**src/hdl/icache_pkg.sv**
```systemverilog
package icache_pkg;

    // fixed field widths of the halfword fetch address
    localparam int TAG_W       = 26;
    localparam int OFFSET_W    = 3;
    // index field sized for the largest set count (8)
    localparam int INDEX_W_MAX = 3;

    // line and word geometry
    localparam int LINE_W         = 128;
    localparam int WORD_W         = 32;
    localparam int HALF_W         = 16;
    localparam int BEATS_PER_LINE = 4;
    localparam int HALFS_PER_LINE = LINE_W / HALF_W;
    localparam int BEAT_W         = $clog2(BEATS_PER_LINE);
    localparam int WORD_ADDR_W    = 30;

    localparam logic [BEAT_W-1:0]   LAST_BEAT = BEAT_W'(BEATS_PER_LINE - 1);
    localparam logic [OFFSET_W-1:0] LAST_HALF = OFFSET_W'(HALFS_PER_LINE - 1);

    // processor fetch address, modules with fewer sets use the low index bits
    typedef struct packed {
        logic [TAG_W-1:0]       tag;
        logic [INDEX_W_MAX-1:0] index;
        logic [OFFSET_W-1:0]    offset;
    } fetch_addr_t;

    // word 0 sits in the low 32 bits
    typedef logic [BEATS_PER_LINE-1:0][WORD_W-1:0] line_t;

    typedef struct packed {
        logic             valid;
        logic [TAG_W-1:0] tag;
    } tag_entry_t;

    // one refill beat: memory word address and the word slot in the line
    typedef struct packed {
        logic [WORD_ADDR_W-1:0] addr;
        logic [BEAT_W-1:0]      beat;
    } refill_req_t;

    typedef enum logic [2:0] {
        ST_IDLE,
        ST_NEXTLINE,
        ST_REFILL_REQ,
        ST_REFILL_ACK,
        ST_REFILL_DONE
    } cache_state_e;

endpackage
```
**src/hdl/icache_top.sv**
```systemverilog
`timescale 1ns/100ps

module icache_top #(
    parameter int SETS = 4
) (
    input  logic                                 clk,
    input  logic                                 proc_reset_i,
    // processor side
    input  logic                                 proc_read_i,
    input  icache_pkg::fetch_addr_t              proc_addr_i,
    output logic [icache_pkg::WORD_W-1:0]        proc_rdata_o,
    output logic                                 proc_stall_o,
    // memory side, four-phase req/ack
    output logic                                 mem_req_o,
    output logic [icache_pkg::WORD_ADDR_W-1:0]   mem_addr_o,
    input  logic                                 mem_ack_i,
    input  logic [icache_pkg::WORD_W-1:0]        mem_rdata_i
);

    icache_pkg::fetch_addr_t         lookup_addr;
    icache_pkg::refill_req_t         fill;
    icache_pkg::line_t               line;
    logic [icache_pkg::BEAT_W-1:0]   beat_idx;
    logic                            next_line;
    logic                            hit;
    logic                            span_needed;
    logic                            beat_last;
    logic                            beat_start;
    logic                            beat_advance;
    logic                            fill_en;

    icache_ctrl_fsm #(
        .SETS (SETS)
    ) u_ctrl (
        .clk            (clk),
        .proc_reset_i   (proc_reset_i),
        .proc_read_i    (proc_read_i),
        .proc_addr_i    (proc_addr_i),
        .hit_i          (hit),
        .span_needed_i  (span_needed),
        .beat_last_i    (beat_last),
        .beat_idx_i     (beat_idx),
        .mem_ack_i      (mem_ack_i),
        .lookup_addr_o  (lookup_addr),
        .next_line_o    (next_line),
        .fill_en_o      (fill_en),
        .fill_o         (fill),
        .beat_start_o   (beat_start),
        .beat_advance_o (beat_advance),
        .mem_req_o      (mem_req_o),
        .mem_addr_o     (mem_addr_o),
        .proc_stall_o   (proc_stall_o)
    );

    refill_beat_counter u_beat_cnt (
        .clk            (clk),
        .proc_reset_i   (proc_reset_i),
        .beat_start_i   (beat_start),
        .beat_advance_i (beat_advance),
        .beat_idx_o     (beat_idx),
        .beat_last_o    (beat_last)
    );

    icache_tag_data_2way #(
        .SETS (SETS)
    ) u_store (
        .clk           (clk),
        .proc_reset_i  (proc_reset_i),
        .lookup_addr_i (lookup_addr),
        .fill_en_i     (fill_en),
        .fill_i        (fill),
        .mem_rdata_i   (mem_rdata_i),
        .hit_o         (hit),
        .line_o        (line)
    );

    fetch_align u_align (
        .clk           (clk),
        .proc_reset_i  (proc_reset_i),
        .line_i        (line),
        .offset_i      (proc_addr_i.offset),
        .next_line_i   (next_line),
        .rdata_o       (proc_rdata_o),
        .span_needed_o (span_needed)
    );

endmodule

```
**src/hdl/icache_ctrl_fsm.sv**
```systemverilog
`timescale 1ns/100ps

module icache_ctrl_fsm #(
    parameter int SETS = 4
) (
    input  logic                                 clk,
    input  logic                                 proc_reset_i,
    input  logic                                 proc_read_i,
    input  icache_pkg::fetch_addr_t              proc_addr_i,
    input  logic                                 hit_i,
    input  logic                                 span_needed_i,
    input  logic                                 beat_last_i,
    input  logic [icache_pkg::BEAT_W-1:0]        beat_idx_i,
    input  logic                                 mem_ack_i,
    output icache_pkg::fetch_addr_t              lookup_addr_o,
    output logic                                 next_line_o,
    output logic                                 fill_en_o,
    output icache_pkg::refill_req_t              fill_o,
    output logic                                 beat_start_o,
    output logic                                 beat_advance_o,
    output logic                                 mem_req_o,
    output logic [icache_pkg::WORD_ADDR_W-1:0]   mem_addr_o,
    output logic                                 proc_stall_o
);

    localparam int IDX_W  = $clog2(SETS);
    localparam int LINE_N = icache_pkg::TAG_W + IDX_W;
    localparam int WA_W   = icache_pkg::WORD_ADDR_W;

    icache_pkg::cache_state_e  state_q;
    icache_pkg::cache_state_e  state_d;
    icache_pkg::fetch_addr_t   lookup;
    logic                      next_line_q;
    logic                      next_line_d;
    logic [LINE_N-1:0]         line_num;
    logic [LINE_N-1:0]         next_num;
    logic [LINE_N+icache_pkg::BEAT_W-1:0] word_full;

    // line number of the fetch and of the line after it
    assign line_num = {proc_addr_i.tag, proc_addr_i.index[IDX_W-1:0]};
    assign next_num = line_num + 1'b1;

    always_comb begin
        lookup = proc_addr_i;
        if (next_line_q) begin
            lookup.tag              = next_num[LINE_N-1:IDX_W];
            lookup.index[IDX_W-1:0] = next_num[IDX_W-1:0];
            lookup.offset           = '0;
        end
    end

    assign lookup_addr_o = lookup;
    assign next_line_o   = next_line_q;

    // refill word address of the line being looked up
    assign word_full   = {lookup.tag, lookup.index[IDX_W-1:0], beat_idx_i};
    assign fill_o.addr = WA_W'(word_full);
    assign fill_o.beat = beat_idx_i;
    assign mem_addr_o  = fill_o.addr;

    // req is high only while waiting for ack
    assign mem_req_o      = (state_q == icache_pkg::ST_REFILL_ACK);
    assign beat_advance_o = fill_en_o;

    always_comb begin
        state_d      = state_q;
        next_line_d  = next_line_q;
        beat_start_o = 1'b0;
        fill_en_o    = 1'b0;
        proc_stall_o = 1'b0;
        case (state_q)
            icache_pkg::ST_IDLE: begin
                if (proc_read_i && !hit_i) begin
                    proc_stall_o = 1'b1;
                    beat_start_o = 1'b1;
                    state_d      = icache_pkg::ST_REFILL_REQ;
                end else if (proc_read_i && span_needed_i) begin
                    // upper half lives in the next line
                    proc_stall_o = 1'b1;
                    next_line_d  = 1'b1;
                    state_d      = icache_pkg::ST_NEXTLINE;
                end
            end
            icache_pkg::ST_NEXTLINE: begin
                if (hit_i) begin
                    next_line_d = 1'b0;
                    state_d     = icache_pkg::ST_IDLE;
                end else begin
                    proc_stall_o = 1'b1;
                    beat_start_o = 1'b1;
                    state_d      = icache_pkg::ST_REFILL_REQ;
                end
            end
            icache_pkg::ST_REFILL_REQ: begin
                // previous ack must be gone before req rises again
                proc_stall_o = 1'b1;
                if (!mem_ack_i) begin
                    state_d = icache_pkg::ST_REFILL_ACK;
                end
            end
            icache_pkg::ST_REFILL_ACK: begin
                proc_stall_o = 1'b1;
                if (mem_ack_i) begin
                    fill_en_o = 1'b1;
                    state_d   = beat_last_i ? icache_pkg::ST_REFILL_DONE
                                            : icache_pkg::ST_REFILL_REQ;
                end
            end
            icache_pkg::ST_REFILL_DONE: begin
                proc_stall_o = 1'b1;
                state_d      = next_line_q ? icache_pkg::ST_NEXTLINE : icache_pkg::ST_IDLE;
            end
            default: begin
                state_d = icache_pkg::ST_IDLE;
            end
        endcase
    end

    always_ff @(posedge clk) begin
        if (proc_reset_i) begin
            state_q     <= icache_pkg::ST_IDLE;
            next_line_q <= 1'b0;
        end else begin
            state_q     <= state_d;
            next_line_q <= next_line_d;
        end
    end

    // req and word address hold until memory answers
    assert property (@(posedge clk) disable iff (proc_reset_i)
        (mem_req_o && !mem_ack_i) |=> (mem_req_o && $stable(mem_addr_o)));

    // a beat request starts only once memory has dropped ack
    assert property (@(posedge clk) disable iff (proc_reset_i)
        $rose(mem_req_o) |-> !mem_ack_i);

endmodule

```
**src/hdl/fetch_align.sv**
```systemverilog
`timescale 1ns/100ps

module fetch_align (
    input  logic                               clk,
    input  logic                               proc_reset_i,
    input  icache_pkg::line_t                  line_i,
    input  logic [icache_pkg::OFFSET_W-1:0]    offset_i,
    input  logic                               next_line_i,
    output logic [icache_pkg::WORD_W-1:0]      rdata_o,
    output logic                               span_needed_o
);

    logic [icache_pkg::HALFS_PER_LINE-1:0][icache_pkg::HALF_W-1:0] hw;
    logic [icache_pkg::HALF_W-1:0] lo_half;
    logic [icache_pkg::HALF_W-1:0] last_hw_q;
    logic                          last_slot;
    logic                          compressed;

    // halfword 0 is the lowest address of the line
    assign hw         = line_i;
    assign lo_half    = hw[offset_i];
    assign last_slot  = (offset_i == icache_pkg::LAST_HALF);
    assign compressed = (lo_half[1:0] != 2'b11);

    assign span_needed_o = !next_line_i && last_slot && !compressed;

    // hold the last halfword of the fetch line while the next line is looked up
    always_ff @(posedge clk) begin
        if (proc_reset_i) begin
            last_hw_q <= '0;
        end else if (!next_line_i) begin
            last_hw_q <= hw[icache_pkg::HALFS_PER_LINE-1];
        end
    end

    always_comb begin
        if (next_line_i) begin
            rdata_o = {hw[0], last_hw_q};
        end else if (last_slot) begin
            // nothing beyond the line without the next-line pass
            rdata_o = {{icache_pkg::HALF_W{1'b0}}, lo_half};
        end else begin
            rdata_o = {hw[offset_i + 1'b1], lo_half};
        end
    end

endmodule

```
**src/hdl/icache_tag_data_2way.sv**
```systemverilog
`timescale 1ns/100ps

module icache_tag_data_2way #(
    parameter int SETS = 4
) (
    input  logic                             clk,
    input  logic                             proc_reset_i,
    input  icache_pkg::fetch_addr_t          lookup_addr_i,
    input  logic                             fill_en_i,
    input  icache_pkg::refill_req_t          fill_i,
    input  logic [icache_pkg::WORD_W-1:0]    mem_rdata_i,
    output logic                             hit_o,
    output icache_pkg::line_t                line_o
);

    localparam int IDX_W = $clog2(SETS);

    icache_pkg::tag_entry_t tag_q  [2][SETS];
    icache_pkg::line_t      data_q [2][SETS];
    // per set, the way to replace next
    logic [SETS-1:0]        lru_q;
    logic                   victim_q;
    logic [IDX_W-1:0]       idx;
    logic [1:0]             way_hit;
    logic                   hit_way;
    logic                   fill_way;
    logic                   fill_first;
    logic                   fill_last;

    assign idx = lookup_addr_i.index[IDX_W-1:0];

    // tag compare in both ways
    always_comb begin
        for (int w = 0; w < 2; w++) begin
            way_hit[w] = tag_q[w][idx].valid && (tag_q[w][idx].tag == lookup_addr_i.tag);
        end
    end

    assign hit_o   = |way_hit;
    assign hit_way = way_hit[1];
    assign line_o  = hit_way ? data_q[1][idx] : data_q[0][idx];

    assign fill_first = (fill_i.beat == '0);
    assign fill_last  = (fill_i.beat == icache_pkg::LAST_BEAT);
    // victim taken from LRU on the first beat, then held
    assign fill_way   = fill_first ? lru_q[idx] : victim_q;

    always_ff @(posedge clk) begin
        if (proc_reset_i) begin
            for (int w = 0; w < 2; w++) begin
                for (int s = 0; s < SETS; s++) begin
                    tag_q[w][s].valid <= 1'b0;
                end
            end
            lru_q    <= '0;
            victim_q <= 1'b0;
        end else begin
            if (fill_en_i && fill_first) begin
                victim_q <= lru_q[idx];
            end
            if (fill_en_i && fill_last) begin
                tag_q[fill_way][idx] <= '{valid: 1'b1, tag: lookup_addr_i.tag};
                lru_q[idx]           <= ~fill_way;
            end else if (hit_o) begin
                lru_q[idx] <= ~hit_way;
            end
        end
    end

    // one word per beat
    always_ff @(posedge clk) begin
        if (fill_en_i) begin
            data_q[fill_way][idx][fill_i.beat] <= mem_rdata_i;
        end
    end

    // fills go only to the victim, so a line is never held twice
    assert property (@(posedge clk) disable iff (proc_reset_i)
        !(way_hit[0] && way_hit[1]));

endmodule

```
**src/hdl/refill_beat_counter.sv**
```systemverilog
`timescale 1ns/100ps

module refill_beat_counter (
    input  logic                            clk,
    input  logic                            proc_reset_i,
    input  logic                            beat_start_i,
    input  logic                            beat_advance_i,
    output logic [icache_pkg::BEAT_W-1:0]   beat_idx_o,
    output logic                            beat_last_o
);

    logic [icache_pkg::BEAT_W-1:0] beat_idx_q;

    always_ff @(posedge clk) begin
        if (proc_reset_i) begin
            beat_idx_q <= '0;
        end else if (beat_start_i) begin
            beat_idx_q <= '0;
        end else if (beat_advance_i) begin
            // wraps to zero after the last beat
            beat_idx_q <= beat_idx_q + 1'b1;
        end
    end

    assign beat_idx_o  = beat_idx_q;
    assign beat_last_o = (beat_idx_q == icache_pkg::LAST_BEAT);

    // a line takes exactly four beats per start
    assert property (@(posedge clk) disable iff (proc_reset_i)
        (beat_advance_i && beat_last_o) |=> (!beat_advance_i until beat_start_i));

endmodule

```
**config.mk**
```make
export PLATFORM = sky130hd
export DESIGN_NAME = icache_top
export DESIGN_NICKNAME = d
export VERILOG_FILES = /design/src/hdl/icache_pkg.sv /design/src/hdl/icache_top.sv /design/src/hdl/icache_ctrl_fsm.sv /design/src/hdl/fetch_align.sv /design/src/hdl/icache_tag_data_2way.sv /design/src/hdl/refill_beat_counter.sv
export SDC_FILE = /design/constraint.sdc
export NUM_CORES = 1
export LEC_CHECK = 0
export BUFFER_PORTS_ARGS = -buffer_cell sky130_fd_sc_hd__buf_2
export CAP_MARGIN = 20
export CORE_MARGIN = 3
export CORE_UTILIZATION = 45
export DETAILED_ROUTE_END_ITERATION = 6
export GPL_TIMING_DRIVEN = 1
export SETUP_SLACK_MARGIN = 0.05
export SYNTH_ARGS = -nofsm -noshare
export SYNTH_HDL_FRONTEND = slang
export SYNTH_SLANG_ARGS = --single-unit
```
**constraint.sdc**
```tcl
create_clock -name clk -period 7.8 [get_ports clk]
set_clock_uncertainty 0.15 [all_clocks]
set_input_delay 0.78 -clock clk [delete_from_list [all_inputs] [get_ports clk]]
set_output_delay 0.78 -clock clk [all_outputs]
set_load 0.01 [all_outputs]
```
==> results by group <==
Outcome
  • Status: complete, no violations

CTS
  • Bufs on Longest Clock Path: 3
  • Worst-Skew Late Latency: ~730 ps
  • Hold_buf cts: 0
  • Max H-tree Level: 4
  • Inserted Clock Buffers: about 140
  • CTS tree: built
  • CTS clock-pin slew for the worst setup and hold paths: around 60 ps
  • CTS root buf: clkbuf_16
  • CTS Sinks: 1267
  • Post-CTS sizing: 0
  • Post CTS Setup Buffer Count: 0

Final layout
  • Syn-to-layout area delta: 15.0%
  • Fin nets: between 2000 and 3000
  • Layout cell share with drive strength beyond 1: a little under a third
  • Finished Core Util: between 50% and 60%
  • Most frequent cells in the layout: 1240 x edfxtp_1, 372 x mux4_2, 154 x mux2i_1, 138 x clkbuf_16, 130 x buf_2
  • Number of fill cells in the layout: just under 9000
  • Design area: approximately 60000 um2
  • Most common cell after layout, fill and taps aside: edfxtp_1

Placed design
  • Placed cell areas: 54800 um2
  • HPWL Detailed: between 70000 and 80000 um
  • GPL Wtd Cong: about 0.82
  • Pre-CTS WS: between 700 and 800 ps
  • Port bufs: 130

Critical path
  • RR Startpoint: u_ctrl.next_line_o
  • Slowest stage delay, CP: 850 ps
  • Worst setup path class: reg -> out
  • Crit-path most repeated cell: buf_12
  • Worst R2R Setup Slack: 2210 ps
  • Crit end category: output port
  • Worst path slowest cell: or4_1
  • Worst-path cell chain: nand4_1 -> or4_1 -> xor2_1 -> xnor2_1 -> nor4bb_1 -> nor4b_1 -> and4_4 -> buf_12 -> buf_12 -> mux2i_1 -> mux4_2 -> o22a_1 -> o21ai_0 -> buf_2
  • Critical path launch point type: flip-flop
  • Reg-to-reg endpoint: u_ctrl.next_line_o
  • R2r worst-path depth: 12
  • Critical path peak fanout: 35
  • WP data required: 6870 ps
  • CP arrival: around 6300 ps

Job
  • Max Cap Violations: 0

Yosys
  • Asr flop ratio synth: 0%
  • Cell Area, Synth: between 50000 and 60000 um2
  • Cell taking the most area after synthesis: edfxtp_1
  • Syn Area/Cell: 21.1 um2
  • Yosys reg bits: between 1000 and 1500
  • Syn nets: approximately 2500
  • Yosys warns: 0
  • Post-synth EDFFs: 1240
  • Sequential share of the synthesized area: about three quarters
  • Netlist cell types: 70
  • Top cell type's share of synthesized area: between 70% and 80%
  • Primary FF master, synth: edfxtp_1
  • Cells after Synth: roughly 2400
  • Main area contributors after synthesis: edfxtp_1 72%, mux4_2 16%, mux2i_1 3.0%, dfxtp_1 1.0%, nor2_1 0.76%

Global routing
  • Met3 usage: around 4.2%
  • Number of global-route vias before repair: roughly 27000
  • GRT Residual Overflow: 0
  • First-pass GRT wire length: roughly 190000 um
  • Met1 Resource Use GR: a little under a third
  • Met2 usage in global routing: between 30% and 40%
  • Pin count of the biggest net entering global routing: about 100
  • Busiest grt layer: met2
  • Overall Global Routing Usage: a little under a quarter
  • Initial antenna violation count: 20

Route
  • Post-DRT Antenna Nets: 0
  • Total number of vias: around 26000
  • Pre-antenna DRT Iters: 6
  • First DRT Iteration DRCs: ~2500
  • Post-DR wirelength/cell: roughly 30 um
  • DRC Markers: 0
  • Post-DR vias/cell: ~6.1
  • Post-Route WL: ~130000 um

STA
  • Hold slack final: 246 ps
  • Final Cycle Share: between 90% and 100%
  • Min Clock Period, post-route: between 7000 and 8000 ps
  • RSZ-0062 raised after global routing: false
  • Fin Setup TNS: 0 ps
  • Final-report hold violation count: 0
  • Final setup vio count: 0
  • Max Fclk: 139 MHz
  • Worst Tran Pin Value: between 1000 and 1500 ps
  • Final max-slew violation count: 0
  • PnR worst setup slack: around 620 ps
  • Slew HR: 25.6%

Power and ir drop
  • Leak: approximately 0.019 uW
  • Pwr dens: roughly 250 nW/um2
  • Maximum vdd drop: ~180 uV

Floorplan
  • Die Y: ~340 um
  • Die Footprint: ~120000 um2
  • Core Box Area: approximately 110000 um2
  • Ports: roughly 130
  • Die X: approximately 340 um
  • # rows: approximately 120
  • Initial Utilization: approximately 46%

Worst hold path
  • WHS Endpoint: u_ctrl.state_q[0]
  • Min-Delay Path Class: in -> reg
  • HP Start: proc_read_i
  • Worst Hold Depth: 3
## flip-flops by register name (all words and copies together) (netlist names)
register               flops
u_beat_cnt.beat_idx_o      2
u_store.tag_q            216
u_store.victim_q           1
u_align.last_hw_q         16
u_store.data_q          1024
u_ctrl.state_q             3
u_ctrl.next_line_o         1
u_store.lru_q              4
## through the flow
stage | std cells | power, uW
floorplan | 2442 | 8060
CTS | 4290 | 14800
global placement | 4046 | 8380
global route | 4291 | 15100
detailed placement | 4046 | 8390
finish | 4296 | 14700
## metal layers
metal	up-vias	share of wire [%]
li1	10800	-
met1	14000	41
met2	1088	49
met3	227	7.5
met4	4	2.5
met5	-	0.021
## area by class of cell
cell class / count / area, um2 / area share [%]
Sequential cell: 1267 / 37800 / 63.8
Multi-Input combinational cell: 1002 / 13300 / 22.5
Clock buffer: 172 / 3630 / 6.13
Tap cell: 1500 / 1880 / 3.17
Timing Repair Buffer: 237 / 1620 / 2.73
Clock inverter: 72 / 848 / 1.43
Inverter: 40 / 150 / 0.253
Antenna cell: 6 / 15.0 / 0.0253
## worst max path at each step
stage               slack (ps)               start                   to  cells after the start
floorplan                 1310      proc_addr_i[3]  u_store.tag_q[0][0]                     13
global placement           880      proc_addr_i[4]         proc_stall_o                     15
detailed placement         790      proc_addr_i[4]         proc_stall_o                     15
CTS                        620  u_ctrl.next_line_o         proc_stall_o                     13
global route               350  u_ctrl.next_line_o     proc_rdata_o[24]                     14
finish                     620  u_ctrl.next_line_o     proc_rdata_o[24]                     14
## synthesized netlist by cell type, types with 9 or more instances
library cell,instances
a211oi_1,16
a21oi_1,9
a221oi_1,14
buf_1,10
buf_2,19
buf_4,16
clkbuf_1,87
dfxtp_1,27
edfxtp_1,1240
inv_1,38
mux2i_1,155
mux4_2,372
nand2_1,43
nand3_1,19
nand4_1,12
nor2_1,105
nor3_1,25
nor4_1,10
o21ai_0,26
o22a_1,15
or2_2,13
xnor2_1,33
xor2_1,31
## power breakdown
part	total [uW]	switching [uW]	internal, uW
sequential	7470	5.15	7460
combinational	781	467	314
clock	6410	2620	3790
## cell families after synthesis
kind of cell    Yosys count  share of synthesized area (%)
simple gates            270                           2.59
fa+ha+maj                 7                          0.170
flops                  1267                           73.3
mux                     535                           19.5
compound gates          123                           1.81
buf+inv                 173                           1.44
xor+xnor                 67                           1.21
## worst max-delay path, delay by kind of cell, from the launching register on
kind	cells	cell delay, ps
multiplexers	2	640
AND/OR/NAND/NOR	5	2260
buffers and inverters	3	840
XOR/XNOR	2	750
flip-flops	1	420
AO/OA/AOI/OAI	2	520
(Power assumes the default switching activity.)
